$ cat config.mk
export PLATFORM = sky130hd
export DESIGN_NAME = pll_rcfg_top
export DESIGN_NICKNAME = d
export VERILOG_FILES = /design/src/logic/pll_csr_pkg.sv /design/src/logic/xcvr_avmm_pkg.sv /design/src/logic/channel_csr_router.sv /design/src/logic/pll_rcfg_top.sv /design/src/logic/pll_soft_csr.sv /design/src/logic/pll_status_sync.sv /design/src/logic/reconfig_if_decode.sv
export VERILOG_INCLUDE_DIRS = /design/src /design/src/logic
export SDC_FILE = /design/constraint.sdc
export NUM_CORES = 1
export LEC_CHECK = 0
export ABC_AREA = 1
export BUFFER_PORTS_ARGS = -buffer_cell sky130_fd_sc_hd__buf_2
export CELL_PAD_IN_SITES_DETAIL_PLACEMENT = 2
export CELL_PAD_IN_SITES_GLOBAL_PLACEMENT = 2
export CORE_UTILIZATION = 19
export CTS_BUF_LIST = sky130_fd_sc_hd__clkbuf_2 sky130_fd_sc_hd__clkbuf_4 sky130_fd_sc_hd__clkbuf_8
export DETAILED_ROUTE_END_ITERATION = 12
export PLACE_DENSITY_LB_ADDON = 0.1
export SYNTH_ARGS = -nofsm -noshare
export SYNTH_HDL_FRONTEND = slang
export SYNTH_SLANG_ARGS = --single-unit
$ cat constraint.sdc
create_clock -name reconfig_clk -period 1.3 [get_ports reconfig_clk]
set_input_delay 0.13 -clock reconfig_clk [delete_from_list [all_inputs] [get_ports reconfig_clk]]
set_output_delay 0.13 -clock reconfig_clk [all_outputs]
set_load 0.05 [all_outputs]
$ cat src/logic/rcfg_defs.svh
/*
  Sizing constants for the two-channel PLL reconfiguration front end.
  RCFG_CHANNELS must equal 2**RCFG_SEL_BITS because the channel select is not range checked.
*/
`ifndef RCFG_DEFS_SVH
`define RCFG_DEFS_SVH

// Channel count and the width of the select field above the channel address
`define RCFG_CHANNELS        2
`define RCFG_SEL_BITS        1

// Per-channel address and the two data widths
`define RCFG_ADDR_BITS       10
`define RCFG_DATA_WIDTH      32
`define RCFG_XCVR_DATA_WIDTH 8

// Address bit that steers an access into the soft CSR
`define RCFG_CSR_SEL_BIT     9

// Value returned by the CSR identifier register
`define RCFG_CSR_ID          8'h5A

`endif

$ cat src/logic/pll_csr_pkg.sv
/*
  Soft CSR register map and field layouts.
  Offsets live in the 9-bit space below the CSR select bit.
  Unmapped offsets read zero and ignore writes.
*/
`include "rcfg_defs.svh"

package pll_csr_pkg;

  // Register offsets
  localparam logic [`RCFG_CSR_SEL_BIT-1:0] CSR_ID_OFS     = `RCFG_CSR_SEL_BIT'(0);
  localparam logic [`RCFG_CSR_SEL_BIT-1:0] CSR_STATUS_OFS = `RCFG_CSR_SEL_BIT'(1);
  localparam logic [`RCFG_CSR_SEL_BIT-1:0] CSR_CTRL_OFS   = `RCFG_CSR_SEL_BIT'(2);

  // Status register, locked lands in bit 0
  typedef struct packed {
    logic avmm_busy;
    logic cal_busy;
    logic locked;
  } pll_status_t;

  // Control register
  // pd_override in bit 0 hands powerdown to pd_value in bit 1
  typedef struct packed {
    logic pd_value;
    logic pd_override;
  } pll_ctrl_t;

endpackage

$ cat src/logic/xcvr_avmm_pkg.sv
/*
  Request and response types for the user reconfiguration port and the transceiver port.
  Both sides follow the plain waitrequest protocol with no readdatavalid.
*/
`include "rcfg_defs.svh"

package xcvr_avmm_pkg;

  // Shared user port, channel select sits above the per-channel address
  typedef struct packed {
    logic                                      write;
    logic                                      read;
    logic [`RCFG_SEL_BITS+`RCFG_ADDR_BITS-1:0] address;
    logic [`RCFG_DATA_WIDTH-1:0]               writedata;
  } user_req_t;

  typedef struct packed {
    logic [`RCFG_DATA_WIDTH-1:0] readdata;
    logic                        waitrequest;
  } user_rsp_t;

  // One channel after the select has been stripped
  typedef struct packed {
    logic                        write;
    logic                        read;
    logic [`RCFG_ADDR_BITS-1:0]  address;
    logic [`RCFG_DATA_WIDTH-1:0] writedata;
  } chan_req_t;

  // Byte-wide transceiver register port
  typedef struct packed {
    logic                             write;
    logic                             read;
    logic [`RCFG_ADDR_BITS-1:0]       address;
    logic [`RCFG_XCVR_DATA_WIDTH-1:0] writedata;
  } xcvr_req_t;

  typedef struct packed {
    logic [`RCFG_XCVR_DATA_WIDTH-1:0] readdata;
    logic                             waitrequest;
  } xcvr_rsp_t;

endpackage

$ cat src/logic/channel_csr_router.sv
/*
  Per-channel steering between the transceiver register space and the soft CSR.
  Address bit 9 selects the CSR. Write data is cut to the low byte and read data is zero-extended.
*/
`include "rcfg_defs.svh"

module channel_csr_router (
  input  logic                     reconfig_clk,
  input  logic                     rst_n,
  input  xcvr_avmm_pkg::chan_req_t chan_req,
  output xcvr_avmm_pkg::user_rsp_t chan_rsp,
  output xcvr_avmm_pkg::xcvr_req_t avmm_req,
  input  xcvr_avmm_pkg::xcvr_rsp_t avmm_rsp,
  input  pll_csr_pkg::pll_status_t status,
  input  logic                     in_pll_powerdown,
  output logic                     out_pll_powerdown
);

  logic                             csr_sel;
  logic                             csr_write;
  logic                             csr_read;
  logic [`RCFG_XCVR_DATA_WIDTH-1:0] csr_readdata;
  logic                             csr_waitrequest;
  logic [`RCFG_XCVR_DATA_WIDTH-1:0] rd_byte;

  assign csr_sel = chan_req.address[`RCFG_CSR_SEL_BIT];

  // Transceiver side sees strobes only outside the CSR window
  assign avmm_req.write     = chan_req.write & ~csr_sel;
  assign avmm_req.read      = chan_req.read & ~csr_sel;
  assign avmm_req.address   = chan_req.address;
  assign avmm_req.writedata = chan_req.writedata[`RCFG_XCVR_DATA_WIDTH-1:0];

  assign csr_write = chan_req.write & csr_sel;
  assign csr_read  = chan_req.read & csr_sel;

  pll_soft_csr u_pll_soft_csr (
    .reconfig_clk      (reconfig_clk),
    .rst_n             (rst_n),
    .csr_write         (csr_write),
    .csr_read          (csr_read),
    .csr_address       (chan_req.address[`RCFG_CSR_SEL_BIT-1:0]),
    .csr_writedata     (chan_req.writedata[`RCFG_XCVR_DATA_WIDTH-1:0]),
    .csr_readdata      (csr_readdata),
    .csr_waitrequest   (csr_waitrequest),
    .status            (status),
    .in_pll_powerdown  (in_pll_powerdown),
    .out_pll_powerdown (out_pll_powerdown)
  );

  // Response mux, then widen back to the user data width
  assign rd_byte              = csr_sel ? csr_readdata : avmm_rsp.readdata;
  assign chan_rsp.readdata    = {{(`RCFG_DATA_WIDTH-`RCFG_XCVR_DATA_WIDTH){1'b0}}, rd_byte};
  assign chan_rsp.waitrequest = csr_sel ? csr_waitrequest : avmm_rsp.waitrequest;

endmodule

$ cat src/logic/pll_rcfg_top.sv
/*
  Reconfiguration front end for a bank of two transceiver PLLs.
  One shared user port. The upper address bit selects the channel and bit 9 selects the soft CSR.
  Status inputs are synchronized here. Powerdown outputs are combinational.
*/
`include "rcfg_defs.svh"

module pll_rcfg_top (
  input  logic                                          reconfig_clk,
  input  logic                                          rst_n,
  input  xcvr_avmm_pkg::user_req_t                      user_req,
  output xcvr_avmm_pkg::user_rsp_t                      user_rsp,
  output xcvr_avmm_pkg::xcvr_req_t [`RCFG_CHANNELS-1:0] avmm_req,
  input  xcvr_avmm_pkg::xcvr_rsp_t [`RCFG_CHANNELS-1:0] avmm_rsp,
  input  logic [`RCFG_CHANNELS-1:0]                     in_pll_locked,
  input  logic [`RCFG_CHANNELS-1:0]                     in_pll_cal_busy,
  input  logic [`RCFG_CHANNELS-1:0]                     in_avmm_busy,
  input  logic [`RCFG_CHANNELS-1:0]                     in_pll_powerdown,
  output logic [`RCFG_CHANNELS-1:0]                     out_pll_powerdown
);

  xcvr_avmm_pkg::chan_req_t [`RCFG_CHANNELS-1:0] chan_req;
  xcvr_avmm_pkg::user_rsp_t [`RCFG_CHANNELS-1:0] chan_rsp;
  pll_csr_pkg::pll_status_t [`RCFG_CHANNELS-1:0] status;

  reconfig_if_decode u_reconfig_if_decode (
    .user_req (user_req),
    .user_rsp (user_rsp),
    .chan_req (chan_req),
    .chan_rsp (chan_rsp)
  );

  pll_status_sync u_pll_status_sync (
    .reconfig_clk    (reconfig_clk),
    .rst_n           (rst_n),
    .in_pll_locked   (in_pll_locked),
    .in_pll_cal_busy (in_pll_cal_busy),
    .in_avmm_busy    (in_avmm_busy),
    .status          (status)
  );

  // One router and soft CSR per PLL channel
  for (genvar ch = 0; ch < `RCFG_CHANNELS; ch++) begin : g_chan
    channel_csr_router u_channel_csr_router (
      .reconfig_clk      (reconfig_clk),
      .rst_n             (rst_n),
      .chan_req          (chan_req[ch]),
      .chan_rsp          (chan_rsp[ch]),
      .avmm_req          (avmm_req[ch]),
      .avmm_rsp          (avmm_rsp[ch]),
      .status            (status[ch]),
      .in_pll_powerdown  (in_pll_powerdown[ch]),
      .out_pll_powerdown (out_pll_powerdown[ch])
    );
  end

endmodule

$ cat src/logic/pll_soft_csr.sv
/*
  Soft CSR for one PLL channel with ID, status and control registers.
  Writes complete with no wait. Reads take two cycles with registered data.
  The control register can override the PLL powerdown.
*/
`include "rcfg_defs.svh"

module pll_soft_csr (
  input  logic                             reconfig_clk,
  input  logic                             rst_n,
  input  logic                             csr_write,
  input  logic                             csr_read,
  input  logic [`RCFG_CSR_SEL_BIT-1:0]     csr_address,
  input  logic [`RCFG_XCVR_DATA_WIDTH-1:0] csr_writedata,
  output logic [`RCFG_XCVR_DATA_WIDTH-1:0] csr_readdata,
  output logic                             csr_waitrequest,
  input  pll_csr_pkg::pll_status_t         status,
  input  logic                             in_pll_powerdown,
  output logic                             out_pll_powerdown
);

  localparam int STATUS_PAD = `RCFG_XCVR_DATA_WIDTH - $bits(pll_csr_pkg::pll_status_t);
  localparam int CTRL_PAD   = `RCFG_XCVR_DATA_WIDTH - $bits(pll_csr_pkg::pll_ctrl_t);

  pll_csr_pkg::pll_ctrl_t           ctrl_q;
  logic                             rd_pending_q;
  logic [`RCFG_XCVR_DATA_WIDTH-1:0] rd_mux;
  logic [`RCFG_XCVR_DATA_WIDTH-1:0] rd_data_q;

  // Register read decode
  always_comb begin
    case (csr_address)
      pll_csr_pkg::CSR_ID_OFS:     rd_mux = `RCFG_CSR_ID;
      pll_csr_pkg::CSR_STATUS_OFS: rd_mux = {{STATUS_PAD{1'b0}}, status};
      pll_csr_pkg::CSR_CTRL_OFS:   rd_mux = {{CTRL_PAD{1'b0}}, ctrl_q};
      default:                     rd_mux = '0;
    endcase
  end

  always_ff @(posedge reconfig_clk or negedge rst_n) begin
    if (!rst_n) begin
      ctrl_q       <= '0;
      rd_pending_q <= 1'b0;
    end else begin
      if (csr_write && (csr_address == pll_csr_pkg::CSR_CTRL_OFS)) begin
        ctrl_q <= pll_csr_pkg::pll_ctrl_t'(csr_writedata[$bits(pll_csr_pkg::pll_ctrl_t)-1:0]);
      end
      // Set in the first read cycle, cleared when the read completes
      rd_pending_q <= csr_read & ~rd_pending_q;
    end
  end

  // Capture read data while waitrequest is high
  always_ff @(posedge reconfig_clk) begin
    if (csr_read && !rd_pending_q) begin
      rd_data_q <= rd_mux;
    end
  end

  assign csr_readdata    = rd_data_q;
  assign csr_waitrequest = csr_read & ~rd_pending_q;

  // Override wins, otherwise the core's request passes through
  assign out_pll_powerdown = ctrl_q.pd_override ? ctrl_q.pd_value : in_pll_powerdown;

endmodule

$ cat src/logic/pll_status_sync.sv
/*
  Two-flop synchronizers for the per-channel PLL status inputs.
  Each bit is synchronized on its own, so a multi-bit change may land over two cycles.
*/
`include "rcfg_defs.svh"

module pll_status_sync (
  input  logic                                           reconfig_clk,
  input  logic                                           rst_n,
  input  logic [`RCFG_CHANNELS-1:0]                      in_pll_locked,
  input  logic [`RCFG_CHANNELS-1:0]                      in_pll_cal_busy,
  input  logic [`RCFG_CHANNELS-1:0]                      in_avmm_busy,
  output pll_csr_pkg::pll_status_t [`RCFG_CHANNELS-1:0] status
);

  pll_csr_pkg::pll_status_t [`RCFG_CHANNELS-1:0] raw_status;
  pll_csr_pkg::pll_status_t [`RCFG_CHANNELS-1:0] meta_q;
  pll_csr_pkg::pll_status_t [`RCFG_CHANNELS-1:0] sync_q;

  // Gather the loose inputs into status records
  always_comb begin
    for (int ch = 0; ch < `RCFG_CHANNELS; ch++) begin
      raw_status[ch].locked    = in_pll_locked[ch];
      raw_status[ch].cal_busy  = in_pll_cal_busy[ch];
      raw_status[ch].avmm_busy = in_avmm_busy[ch];
    end
  end

  always_ff @(posedge reconfig_clk or negedge rst_n) begin
    if (!rst_n) begin
      meta_q <= '0;
      sync_q <= '0;
    end else begin
      meta_q <= raw_status;
      sync_q <= meta_q;
    end
  end

  assign status = sync_q;

endmodule

$ cat src/logic/reconfig_if_decode.sv
/*
  Splits the shared user port into one request per channel.
  Only the addressed channel sees strobes. The response mux is purely combinational.
*/
`include "rcfg_defs.svh"

module reconfig_if_decode (
  input  xcvr_avmm_pkg::user_req_t                      user_req,
  output xcvr_avmm_pkg::user_rsp_t                      user_rsp,
  output xcvr_avmm_pkg::chan_req_t [`RCFG_CHANNELS-1:0] chan_req,
  input  xcvr_avmm_pkg::user_rsp_t [`RCFG_CHANNELS-1:0] chan_rsp
);

  logic [`RCFG_SEL_BITS-1:0] chan_sel;

  // Upper address bits pick the channel
  assign chan_sel = user_req.address[`RCFG_ADDR_BITS +: `RCFG_SEL_BITS];

  always_comb begin
    for (int ch = 0; ch < `RCFG_CHANNELS; ch++) begin
      // Strobes go only to the selected channel
      chan_req[ch].write     = user_req.write & (chan_sel == `RCFG_SEL_BITS'(ch));
      chan_req[ch].read      = user_req.read & (chan_sel == `RCFG_SEL_BITS'(ch));
      // Address and data are broadcast
      chan_req[ch].address   = user_req.address[`RCFG_ADDR_BITS-1:0];
      chan_req[ch].writedata = user_req.writedata;
    end
  end

  // Read data and waitrequest come back from the addressed channel
  assign user_rsp = chan_rsp[chan_sel];

endmodule

==> metrics <==
DP Cell Count 342; Hold WC Path Type in2reg; Initial Util 19.9%; FF-to-FF setup slack about 0.15 ns; first-pass GRT wire length approximately 6.6 mm; 1st-iter DRT viols 47; failing checks setup timing; met2 usage 16.1%; EDFF count, synth 8; drt pass-1 iters 4; max cap viols 0; CP Data Arrival Time between 1 and 1.5 ns; final instance area 2110 um^2; IO Port Bufs 81; post-synthesis cell area between 1500 and 2000 um^2; total congestion overflow 0; P_leak 1.09 nW; Via density 3.79; DIE AREA 9110 um^2; Final Skew between 0.007 and 0.008 ns; boundary pin count 148; Clock Tree Buf Depth 2; Post-DP HPWL between 3 and 4 mm; Tcrit/Tclk final 103%; Worst Setup Start Kind flip-flop; largest net degree at the start of global routing 20; Clock Latency Late Sink 0.27 ns; WP data required 1.17 ns; Design Power about 2.3 mW; Die H 95.4 um; CP Capture Type output pin; Final setup viols 4; Routed WL around 4.2 mm; adder-cell area share of the yosys netlist 0%; worst vdd ir roughly 500 uV; Worst Path Max Fanout 3; Synth Area in Compound Gates 7.77%; per-cell routed wire length 11.7 um; vias in the first global route 1337; Setup WS post-layout -0.0356 ns; Hold Vio Cnt, Final 0; Slew Limit Fails 0; CP max stage delay 0.43 ns; area grow syn2layout 27.3%; Yosys warnings 0; vias after detailed routing 1349; Power Dens Cells 1090 nW/um^2; XOR/XNOR Fraction of Synth Area 0%; Remaining DRCs 0; Post-Place Setup Slack around 0.039 ns; Non-Filler Instances 356; f_max about 0.75 GHz; critical path's slowest cell edfxtp_1; Die X 95.4 um; Routed Antenna Nets 0; routability congestion estimate 0.600; GRT Util Overall around a tenth; Sink Count 26; CTS buffer count 3; worst path cell trace a21oi_4 -> a22oi_2 -> buf_6; synth unique cells 21; syn_area_per_cell 8.55 um^2; Final Util 25.3%; register bit total from synthesis 26; total core area approximately 8300 um^2; Site Rows 33; fraction of layout cells with a size suffix above 1 43.4%; Main synth FF type dfrtp_1; Tmin final 1.34 ns; main combinational cell family by area after synthesis buffers and inverters; share of the yosys chip area belonging to registers 41.6%; ys async rst share 69.2%; CTS Root Cell clkbuf_8; Antenna diodes 0; GR met3 Demand/Resource 1.52%; crit path kind reg2out; Clock Pin Slew Worst Setup and Hold Paths 0.09 ns; Cells after Synth 194; fin nets roughly 330; GR peak layer met2; TritonCTS clock tree built; Simple-Gate Fraction of Synth Area approximately 17%; H-Tree Depth 1; GR Util met1 11.9%; mux share of post-synthesis cell area 1.36%; Post-DP Area 1870 um^2; RSZ-0062 raised after global routing true; status finished, violations left; initial antenna violation count 0
-- report_power, final --
group	internal, mW	switching, mW
clock network	0.412	0.256
logic	0.184	0.565
registers	0.868	0.00817
total	1.46	0.829
-- per-stage QoR --
stage,hold WS [ns],setup TNS [ns]
2_1_floorplan,-0.166,-0.173
3_3_place_gp,0.0952,0
3_5_place_dp,0.101,0
4_1_cts,0.146,-0.152
5_1_grt,0.156,-0.473
6_report,0.143,-0.111
-- state kept, by name (all words and copies together), names as in the netlist --
signal and count:
g_chan.u_channel_csr_router.u_pll_soft_csr.csr_readdata 8, u_pll_status_sync.meta_q 6, g_chan.u_channel_csr_router.u_pll_soft_csr.rd_pending_q 2, g_chan.u_channel_csr_router.u_pll_soft_csr.ctrl_q 4, u_pll_status_sync.status 6
-- cell usage in the layout (no fill, tap or decap) --
cell type and n:
a21oi_1 4, a21oi_2 1, a21oi_4 1, a22oi_2 4, and3_1 1, buf_12 1
buf_2 74, buf_4 7, buf_6 4, buf_8 2, bufinv_16 1, clkbuf_8 3
conb_1 24, dfrtp_1 18, dlygate4sd3_1 7, edfxtp_1 8, inv_1 7, inv_2 4
mux2_4 2, nand2_1 23, nand3_1 10, nand4_1 5, nor2_1 24, nor2_2 1
nor2_4 1, nor3_1 1, o21ai_0 4, o21ai_1 6, o22ai_2 3
-- synthesized netlist by cell type, types with 4 or more instances --
library cell,number,area [um^2]
nand3_1,10,50.1
nor2_1,24,90.1
edfxtp_1,8,240
nand2_1,23,86.3
dfrtp_1,18,450
nand4_1,5,31.3
inv_1,8,30.0
a22oi_1,4,30.0
buf_4,64,480
a21oi_1,6,30.0
o21ai_0,7,35.0
-- per-layer routing --
metal	up-vias	share of wire, %
li1	660	-
met4	0	1.1
met3	5	8.3
met5	-	0
met2	64	46
met1	620	44
-- cells by family after synthesis --
family | after synthesis
buf+inv | 76
simple gates | 66
other cells | 1
flops | 26
mux | 2
compound gates | 23
-- layout make-up --
type / count / area [um^2]
Timing Repair Buffer: 95 / 588
Fill cell: 995 / 6230
Inverter: 11 / 41.3
Sequential cell: 26 / 691
Multi-Input combinational cell: 115 / 589
Tap cell: 105 / 131
Clock inverter: 1 / 30.0
Clock buffer: 3 / 41.3
-- final timing paths --
kind | from | endpoint | cells past startpoint
max in group asynchronous | rst_n | async pin | 2
min reg2reg | u_pll_status_sync.meta_q[2] | u_pll_status_sync.status[2] | 0
max reg2reg | flip-flop | flip-flop | 4
max | flip-flop | user_rsp[5] | 3
min in group asynchronous | rst_n | u_pll_status_sync.status[3] | 2
min | user_req[0] | flip-flop | 3
-- worst max-delay path: cells and delay by family, from the launching register on --
| kind | cells | cell delay (ns) |
|---|---|---|
| flops | 1 | 0.43 |
| compound gates | 2 | 0.34 |
| buf+inv | 1 | 0.16 |
-- what timing repair did --
item	CTS	global route
setup buffers	2	1
pin swaps	1	5
gates resized for setup	21	6
endpoints found under the hold margin	24	0
hold buffers	7	0
setup endpoints to repair	9	10
Power figures use the tool's default switching activity.
